==> config.mk <==
export PLATFORM = sky130hd
export DESIGN_NAME = sync_vg
export DESIGN_NICKNAME = d
export VERILOG_FILES = /design/src/video_pkg.sv /design/src/sync_vg.sv
export SDC_FILE = /design/constraint.sdc
export NUM_CORES = 1
export LEC_CHECK = 0
export BUFFER_PORTS_ARGS = -buffer_cell sky130_fd_sc_hd__buf_2
export CORE_MARGIN = 2
export CORE_UTILIZATION = 60
export CTS_BUF_LIST = sky130_fd_sc_hd__clkbuf_8
export DETAILED_ROUTE_END_ITERATION = 7
export MAX_ROUTING_LAYER = met4
export PLACE_DENSITY = 0.84
export SLEW_MARGIN = 20
export SYNTH_ARGS = -nofsm -noshare
export SYNTH_HDL_FRONTEND = slang
export SYNTH_SLANG_ARGS = --single-unit
==> constraint.sdc <==
create_clock -name clk -period 3.9 [get_ports clk]
set_input_delay 0.195 -clock clk [delete_from_list [all_inputs] [get_ports clk]]
set_output_delay 0.195 -clock clk [all_outputs]
set_load 0.02 [all_outputs]
==> src/video_pkg.sv <==
`default_nettype none

package video_pkg;

    // camera and display data widths
    localparam int PIX_W  = 16;
    localparam int CH_W   = 8;
    localparam int PACK_W = 49;

    localparam int X_BITS = 11; // default coordinate widths.
    localparam int Y_BITS = 10;

    // pack word field positions from the lsb up
    localparam int HS_POS = 0;
    localparam int VS_POS = 1;
    localparam int DE_POS = 2;
    localparam int B_LSB  = 3;
    localparam int G_LSB  = 11;
    localparam int R_LSB  = 19;
    localparam int X_LSB  = 27;
    localparam int Y_LSB  = 38;
    localparam int FS_POS = 48; // frame start flag.

    // rgb565 fields inside the camera word
    localparam int PIX_R_LSB = 0;
    localparam int PIX_R_W   = 5;
    localparam int PIX_G_LSB = 5;
    localparam int PIX_G_W   = 6;
    localparam int PIX_B_LSB = 11;
    localparam int PIX_B_W   = 5;

endpackage : video_pkg

`default_nettype wire

==> src/sync_vg.sv <==
`timescale 1ns/1ps
`default_nettype none

module sync_vg #(
    parameter int H_FP    = 300,
    parameter int H_BP    = 300,
    parameter int H_SYNC  = 12,
    parameter int H_ACT   = 1280,
    parameter int H_TOTAL = H_SYNC + H_BP + H_ACT + H_FP,
    parameter int V_FP    = 7,
    parameter int V_BP    = 11,
    parameter int V_SYNC  = 2,
    parameter int V_ACT   = 720,
    parameter int V_TOTAL = V_SYNC + V_BP + V_ACT + V_FP,
    parameter int X_BITS  = video_pkg::X_BITS,
    parameter int Y_BITS  = video_pkg::Y_BITS
) (
    input  logic              clk,
    input  logic              rstn,
    input  logic              i_run,
    output logic              o_hs,
    output logic              o_vs,
    output logic              o_de,
    output logic [X_BITS-1:0] o_x,
    output logic [Y_BITS-1:0] o_y
);

    localparam int HC_W = $clog2(H_TOTAL);
    localparam int VC_W = $clog2(V_TOTAL);

    // region boundaries in counter width
    localparam logic [HC_W-1:0] H_LAST    = HC_W'(H_TOTAL - 1);
    localparam logic [HC_W-1:0] H_SYNC_END = HC_W'(H_SYNC);
    localparam logic [HC_W-1:0] H_START   = HC_W'(H_SYNC + H_BP);
    localparam logic [HC_W-1:0] H_END     = HC_W'(H_SYNC + H_BP + H_ACT);

    localparam logic [VC_W-1:0] V_LAST    = VC_W'(V_TOTAL - 1);
    localparam logic [VC_W-1:0] V_SYNC_END = VC_W'(V_SYNC);
    localparam logic [VC_W-1:0] V_START   = VC_W'(V_SYNC + V_BP);
    localparam logic [VC_W-1:0] V_END     = VC_W'(V_SYNC + V_BP + V_ACT);

    logic [HC_W-1:0] h_cnt;
    logic [VC_W-1:0] v_cnt;
    logic            h_wrap;
    logic            hs_d;
    logic            vs_d;
    logic            h_act;
    logic            v_act;
    logic            de_d;
    logic [HC_W-1:0] h_off;
    logic [VC_W-1:0] v_off;

    assign h_wrap = (h_cnt == H_LAST);

    always_ff @(posedge clk or negedge rstn) begin
        if (!rstn) begin
            h_cnt <= '0;
            v_cnt <= '0;
        end else if (!i_run) begin
            h_cnt <= '0; // held until the first vsync.
            v_cnt <= '0;
        end else begin
            if (h_wrap) begin
                h_cnt <= '0;
                if (v_cnt == V_LAST) begin
                    v_cnt <= '0;
                end else begin
                    v_cnt <= v_cnt + 1'b1;
                end
            end else begin
                h_cnt <= h_cnt + 1'b1;
            end
        end
    end

    // region decode from the current counter state
    assign hs_d  = (h_cnt < H_SYNC_END);
    assign vs_d  = (v_cnt < V_SYNC_END);
    assign h_act = (h_cnt >= H_START) && (h_cnt < H_END);
    assign v_act = (v_cnt >= V_START) && (v_cnt < V_END);
    assign de_d  = h_act && v_act;
    assign h_off = h_cnt - H_START;
    assign v_off = v_cnt - V_START;

    always_ff @(posedge clk or negedge rstn) begin
        if (!rstn) begin
            o_hs <= 1'b0;
            o_vs <= 1'b0;
            o_de <= 1'b0;
            o_x  <= '0;
            o_y  <= '0;
        end else if (!i_run) begin
            o_hs <= 1'b0;
            o_vs <= 1'b0;
            o_de <= 1'b0;
            o_x  <= '0;
            o_y  <= '0;
        end else begin
            o_hs <= hs_d;
            o_vs <= vs_d;
            o_de <= de_d;
            o_x  <= de_d ? X_BITS'(h_off) : '0; // zero outside active.
            o_y  <= de_d ? Y_BITS'(v_off) : '0;
        end
    end

endmodule : sync_vg

`default_nettype wire

==> metrics.md <==
| Metric | Value |
|---|---|
| Status | finished, final reports clean |
| Vias in the first global route | 1640 |
| Share of the synthesized area in the top cell type | 49.05% |
| Detailed placement HPWL | 3072 um |
| Total GRT Usage | 24.02% |
| Initial antenna violation count | 0 |
| Commonest non-fill, non-tap cell in the layout | dfrtp_1 |
| Power Density | 366.1 nW/um^2 |
| Pin count of the biggest net entering global routing | 46 |
| # nets final | 256 |
| Crit Path Max Fanout | 22 |
| Synth Instances | 230 |
| Fin. Hold Viols | 0 |
| Clk_skew | 0.006687 ns |
| LEAKAGE | 1.238 nW |
| Critical path startpoint | h_cnt[3] |
| Fin Hold WS | 0.2456 ns |
| Post-route worst setup slack | 1.338 ns |
| Placement Setup Slack | 1.315 ns |
| Wire per inst | 15.54 um |
| Max-slew violations | 0 |
| Sw Pwr | 192.5 uW |
| Slew @ Worst Pin | 0.8415 ns |
| Average size of a mapped cell | 9.982 sq um |
| Reg-to-reg startpoint | h_cnt[3] |
| CTS root buf | clkbuf_8 |
| Total power | 931.3 uW |
| Share of layout cells above drive strength 1 | 16.94% |
| Worst endpoint data arrival time | 2.75 ns |
| Area growth, synth to finish | 10.79% |
| Most frequent cells in the layout | 45 x dfrtp_1, 29 x nor3_1, 25 x buf_2, 17 x nor2_1, 15 x xnor2_1 |
| Area leader, netlist | dfrtp_1 |
| CP Capture Type | register |
| Int Power | 738.8 uW |
| Gp weighted congestion | 0.8475 |
| HP Class | in -> reg |
| IO Port Bufs | 26 |
| Crit path kind | reg -> reg |
| Final Critical Period | 2.562 ns |
| Fmax | 390.3 MHz |
| Placed insts | 287 |
| Total wire length | 4601 um |
| Yosys warns | 0 |
| Core area | 3661 sq um |
| Synth cell types | 40 |
| Post-route cell area | 2544 sq um |
| Power share of the combinational group | 4.7% |
| Setup TNS Final | 0 ns |
| DRC | 0 |
| Net Sw Frac | 20.67% |
| Ranking of synthesized cells by area | dfrtp_1 49%, nor3_1 6.3%, xnor2_1 5.7% |
| Slowest-stage cell, CP | nand4_1 |
| Clock power frac | 44.1% |
| Total grt overflow | 0 |
| Htree depth | 2 |
| Final ANT Viol Nets | 0 |
| Fin util | 69.48% |
| Netlist Area Pre-Place | 2296 sq um |
| DR vias | 1769 |
| Worst Hold Launch | i_run |
| Vias per cell | 5.976 |
| RSZ-0062 raised after global routing | false |
| Rows | 22 |
| I/O Pins | 27 |
| Crit share post-route | 65.69% |
| Die ar. | 4338 sq um |
| Fin cells | 296 |
| Slew HR | 43.74% |
| CTS tree | yes |
| Clock transition at path regs | 0.08 ns |
| Seq pwr share | 51.2% |
| Crit path required time | 4.09 ns |
| Starting Density | 62.71% |
| CTS sink count | 45 |
| Chip height | 65.86 um |
| Peak VDD IR | 0.2252 mV |
| Ant. Diodes | 0 |
| Finish-stage setup viols | 0 |
| Mapped Nets | 239 |
| First-pass GRT wire length | 7748 um |
| Flops & latches, synth | 45 |
| Maxcap violations | 0 |
| Buffer depth of the longest clock path | 2 |
| Die Wd | 65.86 um |
| Clk_lat worst skew | 0.30 ns |
| CP max stage delay | 0.67 ns |
| First-pass detailed-route iteration total | 4 |
| Num CTS Buffers | 5 |
| Register area share after synthesis | 49.05% |
| Worst-path cell chain | ha_1 > a2111o_1 > nand3_1 > nand4_1 > nor3_1 |
| Detailed Route Iter0 Violations | 233 |
| DP Area | 2397 sq um |
| Setup crit start kind | register |
| Post-CTS setup buffers | 0 |
-- cells in the mapped netlist, drive strengths merged --
master	instances
a2111o	1
a211o	2
a21o	2
a21oi	5
a22o	6
a311o	1
a31oi	1
a32o	1
and2b	1
and3	3
and3b	1
buf	16
clkbuf	3
dfrtp	45
ha	6
inv	11
nand2	13
nand3	9
nand3b	1
nand4	2
nand4b	3
nor2	17
nor2b	3
nor3	29
nor3b	1
nor4	7
o211ai	1
o21ai	10
o22ai	1
o32ai	1
o41ai	2
or2	2
or3	1
xnor2	15
xor2	7
-- cells by family after synthesis --
logic type | after synthesis | synth area share, %
and+or+nand+nor | 93 | 21.47
AOI/OAI and AO/OA | 34 | 11.50
adders and majority gates | 6 | 3.270
xor gates and xnor gates | 22 | 8.393
buffers and inverters | 30 | 6.322
DFF | 45 | 49.05
-- registers in the layout, indices dropped and copies added (netlist names) --
name	count
o_de	1
o_vs	1
o_y	10
v_cnt	10
o_x	11
o_hs	1
h_cnt	11
-- worst paths after layout --
check,endpoint,slack [ns],cells after the start
max reg2reg,o_x[10],1.34,5
max,o_x[10],1.34,5
min reg2reg,h_cnt[0],0.50,1
min in group asynchronous,v_cnt[7],0.43,2
max in group asynchronous,o_y[3],3.10,2
min,o_hs,0.25,3
-- layer usage --
metal  global-route usage [%]  vias up  share of wire [%]  wire length, um
met5                        -        -                  0                0
met4                    5.990        0               0.80               37
met3                    6.303        5                6.0              276
met2                    37.12       56                 49             2237
met1                    31.80      873                 45             2050
li1                         -      835                  -                -
-- critical path, delay by kind of cell (launching register included) --
family	cells	cell delay, ns
AOI/OAI and AO/OA	1	0.43
adders and majority gates	1	0.33
DFF	1	0.48
and+or+nand+nor	3	1.21
-- power groups by stage --
stage / Clock (mW) / Combinational (mW) / Sequential, mW
after floorplan: 0 / 0.0239 / 0.486
after global placement: 0 / 0.0410 / 0.486
after detailed placement: 0 / 0.0422 / 0.486
after CTS: 0.416 / 0.0432 / 0.477
after global routing: 0.432 / 0.0500 / 0.477
final: 0.411 / 0.0434 / 0.477
-- final cells by class --
cell class / instances / area (sq um)
sequential: 45 / 1126
fill: 257 / 1117
multi-input combinational: 155 / 1025
timing repair buffer: 29 / 157.7
clock buffer: 5 / 68.82
clock inverter: 3 / 65.06
tap: 48 / 60.06
inverter: 11 / 41.29
-- repair_timing --
item | 4_1_cts | 5_1_grt
hold buffers | 0 | 1
hold endpoints to repair | 0 | 45
resized for setup | 0 | 0
Note: power is estimated with default switching activity, not from simulation.
