## config.mk

```make
export PLATFORM = sky130hd
export DESIGN_NAME = hdmi_pack
export DESIGN_NICKNAME = d
export VERILOG_FILES = /design/src/video_pkg.sv /design/src/hdmi_pack.sv
export SDC_FILE = /design/constraint.sdc
export NUM_CORES = 1
export LEC_CHECK = 0
export BUFFER_PORTS_ARGS = -buffer_cell sky130_fd_sc_hd__buf_2
export CAP_MARGIN = 10
export CORE_ASPECT_RATIO = 2
export CORE_MARGIN = 5
export CORE_UTILIZATION = 39
export DETAILED_ROUTE_END_ITERATION = 6
export PLACE_DENSITY = 0.74
export SLEW_MARGIN = 15
export SYNTH_ARGS = -nofsm -noshare
export SYNTH_HDL_FRONTEND = slang
export SYNTH_SLANG_ARGS = --single-unit
export TNS_END_PERCENT = 50
```

## constraint.sdc

```tcl
create_clock -name clk -period 0.8 [get_ports clk]
set_clock_uncertainty 0.15 [all_clocks]
set_input_delay 0.04 -clock clk [delete_from_list [all_inputs] [get_ports clk]]
set_output_delay 0.04 -clock clk [all_outputs]
set_load 0.005 [all_outputs]
```

## src/video_pkg.sv

```systemverilog
`default_nettype none

package video_pkg;

    // camera and display data widths
    localparam int PIX_W  = 16;
    localparam int CH_W   = 8;
    localparam int PACK_W = 49;

    localparam int X_BITS = 11; // default coordinate widths.
    localparam int Y_BITS = 10;

    // pack word field positions from the lsb up
    localparam int HS_POS = 0;
    localparam int VS_POS = 1;
    localparam int DE_POS = 2;
    localparam int B_LSB  = 3;
    localparam int G_LSB  = 11;
    localparam int R_LSB  = 19;
    localparam int X_LSB  = 27;
    localparam int Y_LSB  = 38;
    localparam int FS_POS = 48; // frame start flag.

    // rgb565 fields inside the camera word
    localparam int PIX_R_LSB = 0;
    localparam int PIX_R_W   = 5;
    localparam int PIX_G_LSB = 5;
    localparam int PIX_G_W   = 6;
    localparam int PIX_B_LSB = 11;
    localparam int PIX_B_W   = 5;

endpackage : video_pkg

`default_nettype wire

```

## src/hdmi_pack.sv

```systemverilog
`timescale 1ns/1ps
`default_nettype none

module hdmi_pack #(
    parameter int X_BITS = video_pkg::X_BITS,
    parameter int Y_BITS = video_pkg::Y_BITS
) (
    input  logic                         clk,
    input  logic                         rstn,
    input  logic                         i_hs,
    input  logic                         i_vs,
    input  logic                         i_de,
    input  logic [video_pkg::PIX_W-1:0]  i_pix,
    input  logic [X_BITS-1:0]            i_x,
    input  logic [Y_BITS-1:0]            i_y,
    output logic [video_pkg::PACK_W-1:0] o_pack
);

    import video_pkg::*;

    logic [CH_W-1:0]   r_exp;
    logic [CH_W-1:0]   g_exp;
    logic [CH_W-1:0]   b_exp;
    logic              fs;
    logic [PACK_W-1:0] pack_d;

    // rgb565 to 888 by zero fill at the low end
    assign r_exp = {i_pix[PIX_R_LSB +: PIX_R_W], {(CH_W - PIX_R_W){1'b0}}};
    assign g_exp = {i_pix[PIX_G_LSB +: PIX_G_W], {(CH_W - PIX_G_W){1'b0}}};
    assign b_exp = {i_pix[PIX_B_LSB +: PIX_B_W], {(CH_W - PIX_B_W){1'b0}}};

    assign fs = i_de && (i_x == '0) && (i_y == '0); // first active pixel.

    always_comb begin
        pack_d                    = '0;
        pack_d[HS_POS]            = i_hs;
        pack_d[VS_POS]            = i_vs;
        pack_d[DE_POS]            = i_de;
        pack_d[B_LSB +: CH_W]     = i_de ? b_exp : '0;
        pack_d[G_LSB +: CH_W]     = i_de ? g_exp : '0;
        pack_d[R_LSB +: CH_W]     = i_de ? r_exp : '0;
        pack_d[X_LSB +: X_BITS]   = i_x;
        pack_d[Y_LSB +: Y_BITS]   = i_y;
        pack_d[FS_POS]            = fs;
    end

    always_ff @(posedge clk or negedge rstn) begin
        if (!rstn) begin
            o_pack <= '0;
        end else begin
            o_pack <= pack_d;
        end
    end

endmodule : hdmi_pack

`default_nettype wire

```

==> impl_metrics.csv, run 1 <==
group,metric,value,unit
worst_setup_path,crit_type,"primary input to flop",
sta,rsz0062_at_grt,"true",
worst_setup_path,critPathArrivalTime,1.04,ns
worst_setup_path,worstSetupStartpoint,"i_x[8]",
clocking,cts_sinks,41,
routing,wl_met1,985,µm
sta,hold_viol_final,28,
finish,top_regs,"o_pack x41",
sta,hold_ws,-0.288,ns
routing,num_vias,949,
placement,numPortBuffers,82,
floorplan,rows,29,
flow_run,maxCapViolCount,0,
synth,ys_seq_area_frac,0.820,
routing,ant_nets,0,
min_path,hp-class,"primary input to flop",
finish,drive_gt1_frac,0.546,
synth,synth_cell_type_count,10,
sta,drv_slew,0,
clocking,htreeDepth,2,
worst_setup_path,critical_path.max_fanout,2,
placement,gp_congestion,0.720,
min_path,hold_depth,1,
synth,synthCells,74,
routing,drt-initial-drc-count,7,
clocking,clockBufferDepth,2,
routing,totalWireLength,3.19,mm
finish,fin_util,0.634,
floorplan,die_y,90.1,µm
routing,top_layer,"met4",
clocking,root_buffer,"clkbuf_8",
routing,vias_per_cell,4.43,
routing,wl_per_cell,14.9,µm
finish,synthToLayoutAreaGrowth,58.1,%
clocking,clk_pin_slew,0.07,ns
finish,final_cell_mix,"83 x buf_2, 41 x dfrtp_1, 16 x and2_1, 12 x dlygate4sd3_1, 8 x conb_1",
power,cellLeakagePower,1.08,nW
finish,regMostFlops,"o_pack",
synth,syn-cell-area,0.00125,mm²
placement,dp_hpwl,2.31,mm
clocking,cts_tree,"done",
global_routing,grt_usage,0.142,
finish,final_common_cell,"buf_2",
power,ir_worst_vdd,1260,µV
routing,routed-wl-met2,1.80,mm
floorplan,initial_core_util,0.401,
routing,drc,0,
global_routing,overflow,0,
synth,synth-seq-cells,41,
worst_setup_path,cp-end-kind,"flop",
global_routing,antenna_found_initial,0,
finish,layout.nets,224,
global_routing,grt_pass1_wl,4.86,mm
outcome,violations,"negative hold slack, negative setup slack",
floorplan,design.portCount,91,
synth,syn_avg_cell_area,16.9,µm²
power,powerDensity,1930,mW/mm²
min_path,min_from,"i_x[6]",
sta,worst_slack,-0.209,ns
synth,yosys_warnings,0,
routing,first_pass_iters,3,
power,p_total,3.82,mW
routing,wl_met3,358,µm
finish,fillCellCount,228,
clocking,cts_setup_buffers,0,
worst_setup_path,cp-start-kind,"primary input",
sta,timing.fmax,991,MHz
global_routing,grt_max_degree,33,
sta,finalCritPeriodShare,1.26,
outcome,status,"finished, violations left",
sta,finalSetupViolations,43,
placement,dp_slack,-0.332,ns
worst_setup_path,cp.required,0.83,ns
floorplan,fp.dieW,50.1,µm
global_routing,grt_pass1_vias,996,
sta,timing.final.crit_period,1.01,ns
clocking,numCtsBuffers,5,
floorplan,die-area,0.00451,mm²
finish,largest_register_ffs,41,
finish,diodes,0,
floorplan,core-area,0.00312,mm²
## per-layer routing
layer,track usage,up-vias
met5,0,-
met3,0.0646,4
li1,-,436
met2,0.251,62
met4,0.0678,0
met1,0.128,447
## cells by family (layout without fill, tap and decap cells)
family | Yosys count | count (layout) | share of synthesized area
buffers and inverters | 9 | 111 | 0.0510
flip-flops | 41 | 41 | 0.820
other | 1 | 8 | 0.00300
AND/OR/NAND/NOR | 23 | 23 | 0.126
## critical path, cell delays in order
cell and delay, ns:
buf_2 0.10, dlygate4sd3_1 0.62, nor4_4 0.28
## timing repair
action                                 in CTS  in global routing
setup endpoints to repair                  42                 47
pin swaps                                   0                  3
resized for setup                           1                  8
endpoints found under the hold margin      82                 32
hold buffers                               14                  4
## Yosys cell counts
library cell | instances | area, µm²
dfrtp_1 | 41 | 1030
and2_1 | 16 | 100
buf_4 | 8 | 60.1
nor4_1 | 3 | 18.8
clkbuf_1 | 1 | 3.75
conb_1 | 1 | 3.75
nand4_1 | 1 | 6.26
nor4_2 | 1 | 12.5
nor4b_1 | 1 | 8.76
or4_4 | 1 | 11.3
## worst paths after layout
kind,end,slack [ns]
worst max-delay path,o_pack[48],-0.21
worst min-delay path,o_pack[33],-0.29
max in group asynchronous,o_pack[0],0.06
min in group asynchronous,o_pack[32],0.01
## through the flow
stage / TNS, ns / std cells / instance area (µm²)
global placement: -0.330 / 189 / 1710
floorplan: -0.189 / 81 / 1280
CTS: -6.68 / 211 / 1930
detailed placement: -0.332 / 189 / 1710
finish: -6.23 / 214 / 1980
global route: -7.76 / 214 / 1980
## report_power, final
group	total, mW	switching (mW)	internal (mW)
registers	2.20	0.0233	2.17
clock network	1.19	0.591	0.603
logic	0.427	0.189	0.239
## layout make-up
cell class / instances / area (µm²) / area share
flip-flops and latches: 41 / 1030 / 0.519
repair buffers: 103 / 622 / 0.314
multi-input cells: 31 / 209 / 0.106
clock inverters: 2 / 10.0 / 0.00506
well taps: 31 / 38.8 / 0.0196
clock buffers: 6 / 72.6 / 0.0367
(Power assumes the default switching activity.)
==> inputs of run 2 (changes only) <==
--- a/config.mk
+++ b/config.mk
@@ -5,11 +5,12 @@
 export SDC_FILE = /design/constraint.sdc
 export NUM_CORES = 1
 export LEC_CHECK = 0
+export ABC_AREA = 1
 export BUFFER_PORTS_ARGS = -buffer_cell sky130_fd_sc_hd__buf_2
 export CAP_MARGIN = 10
 export CORE_ASPECT_RATIO = 2
 export CORE_MARGIN = 5
-export CORE_UTILIZATION = 39
+export CORE_UTILIZATION = 40
 export DETAILED_ROUTE_END_ITERATION = 6
 export PLACE_DENSITY = 0.74
 export SLEW_MARGIN = 15
==> impl_metrics.csv, run 2 <==
group,metric,value,unit
worst_setup_path,critPathArrivalTime,0.82,ns
sta,finalSetupViolations,41,
worst_setup_path,cp-start-kind,"flop",
global_routing,overflow,0,
power,pwr-share-seq,0.551,
worst_setup_path,cp.required,0.61,ns
sta,fin_setup_tns,-6.29,ns
finish,layout.nets,266,
outcome,violations,"negative hold slack, negative setup slack",
sta,finalCritPeriodShare,1.26,
synth,synth-seq-cells,41,
floorplan,core-area,0.00316,mm²
worst_setup_path,critPathMaxStageDelay,0.40,ns
routing,ant_nets,0,
finish,final-seq-area,0.00103,mm²
synth,synthCells,104,
routing,drt-initial-drc-count,5,
clocking,cts_setup_buffers,0,
power,combPwrFrac,0.123,
min_path,hp-class,"primary input to flop",
synth,synth_edf_count,0,
power,clkPwrFrac,0.326,
sta,drv_slew,0,
worst_setup_path,critical_path.max_fanout,1,
clocking,numCtsBuffers,5,
global_routing,grt_pass1_vias,1093,
sta,hold_ws,-0.279,ns
worst_setup_path,slowest_stage,"dfrtp_1",
synth,syn_avg_cell_area,12.6,µm²
sta,timing.final.crit_period,1.01,ns
power,ir_worst_vdd,1070,µV
floorplan,rows,29,
floorplan,fp.dieW,50.4,µm
clocking,cts_tree,"done",
clocking,root_buffer,"clkbuf_8",
power,power.internal,3.13,mW
synth,yosysMostFrequentCell,"dfrtp_1",
placement,gp_congestion,0.725,
global_routing,antenna_found_initial,0,
sta,rsz0062_at_grt,"true",
synth,synth_top_area_frac,0.785,
power,p_total,3.99,mW
worst_setup_path,worstPathCellList,"buf_2",
power,p_sw,857,µW
routing,num_vias,1080,
worst_setup_path,cp-end-kind,"output port",
finish,synthToLayoutAreaGrowth,62.8,%
global_routing,grt_pass1_wl,5.13,mm
worst_setup_path,critPathTopFamily,"flip-flops",
flow_run,maxCapViolCount,0,
finish,final_common_cell,"buf_2",
finish,drive_gt1_frac,0.424,
synth,synth_ff_type,"dfrtp_1",
clocking,clockBufferDepth,2,
floorplan,die-area,0.00458,mm²
floorplan,die_y,90.8,µm
finish,top_regs,"o_pack x41",
sta,timing.fmax,992,MHz
synth,yosys_warnings,0,
sta,worst_slack,-0.208,ns
global_routing,grt_usage,0.148,
worst_setup_path,critPathBufInv,1,
power,swShare,0.215,
synth,synth_cell_type_count,8,
routing,wl_per_cell,13.9,µm
power,cellLeakagePower,1.26,nW
placement,dp_hpwl,2.39,mm
finish,fillCellCount,242,
sta,hold_viol_final,16,
floorplan,design.portCount,91,
synth,ys_seq_area_frac,0.785,
global_routing,grt_max_degree,42,
synth,synth_top_cells_by_area,"dfrtp_1 79%, nand2_1 6.0%, buf_4 5.2%, inv_1 4.9%, nor2_1 3.7%",
synth,synth_top_cell_by_area,"dfrtp_1",
synth,syn-cell-area,0.00131,mm²
finish,multi_input_area,164,µm²
outcome,status,"finished, violations left",
routing,drc,0,
finish,diodes,0,
finish,final_cell_mix,"87 x buf_2, 41 x dfrtp_1, 26 x dlygate4sd3_1, 21 x nand2_1, 17 x inv_1",
clocking,cts_sinks,41,
placement,placed_area,0.00174,mm²
synth,synth_common_cells,"41 x dfrtp_1, 21 x nand2_1, 17 x inv_1, 13 x nor2_1, 9 x buf_4",
finish,regMostFlops,"o_pack",
placement,numPortBuffers,82,
routing,first_pass_iters,4,
synth,async_flop_share,1.00,
worst_setup_path,crit_type,"flop to output port",
routing,totalWireLength,3.55,mm
routing,vias_per_cell,4.24,
clocking,htreeDepth,2,
floorplan,initial_core_util,0.414,
finish,largest_register_ffs,41,
finish,fin_area,0.00213,mm²
power,powerDensity,1870,mW/mm²
clocking,clk_pin_slew,0.08,ns
## run 2: cell types whose count changed after synthesis
cell / change
buf_6: +1
clkbuf_1: -1
buf_4: +1
nor4_1: -3
nor4b_1: -1
nand2_1: +21
nor4_2: -1
inv_1: +17
nor2_1: +13
and2_1: -16
or4_4: -1
## run 2: through the flow
stage / hold slack (ns) / instances / util / worst slack (ns)
after detailed placement: -0.128 / 216 / 0.552 / -0.0380
after global placement: -0.130 / 216 / 0.552 / -0.0252
after global routing: -0.292 / 255 / 0.674 / -0.248
final: -0.279 / 255 / 0.674 / -0.208
after CTS: -0.276 / 249 / 0.662 / -0.192
after floorplan: -0.406 / 111 / - / 0.158
## run 2: metal layers
layer / vias up / part of all wire / track usage
met3: 6 / 0.11 / 0.0545
met1: 491 / 0.30 / 0.133
li1: 519 / - / -
met4: 0 / 0.023 / 0.0746
met2: 64 / 0.56 / 0.271
met5: - / 0 / 0
## run 2: cell families (layout without fill, tap and decap cells)
kind of cell  Yosys count  after routing  synth area share
simple gates           35             35             0.102
flops                  41             41             0.785
buf+inv                27            140             0.109
other cells             1              8           0.00287
## run 2: final cells by class
| cell class | instances | area share |
|---|---|---|
| multi-input cells | 43 | 0.0771 |
| repair buffers | 116 | 0.352 |
| well taps | 31 | 0.0182 |
| flip-flops and latches | 41 | 0.482 |
| clock buffers | 7 | 0.0406 |
| inverters | 17 | 0.0300 |
## run 2: power groups by stage
stage | clock, mW | combinational (mW) | sequential, mW
5_1_grt | 1.45 | 0.542 | 2.21
3_3_place_gp | 0 | 0.364 | 2.23
6_report | 1.30 | 0.489 | 2.20
3_5_place_dp | 0 | 0.373 | 2.24
4_1_cts | 1.31 | 0.472 | 2.20
2_1_floorplan | 0 | 0.0968 | 2.26
## run 2: worst paths after layout
path | start | to | slack, ns | depth (start not counted)
setup / recovery | o_pack[31] | o_pack[31] | -0.21 | 1
hold / removal | i_y[0] | o_pack[38] | -0.28 | 1
max in group asynchronous | rstn | o_pack[29] | 0.20 | 3
min in group asynchronous | rstn | o_pack[41] | 0.11 | 3
## run 2: repair_timing
| item | CTS | global route |
|---|---|---|
| endpoints found under the hold margin | 82 | 24 |
| hold buffers | 26 | 8 |
| pin swaps | 0 | 4 |
| endpoints found under the setup margin | 41 | 43 |
| resized for setup | 0 | 6 |
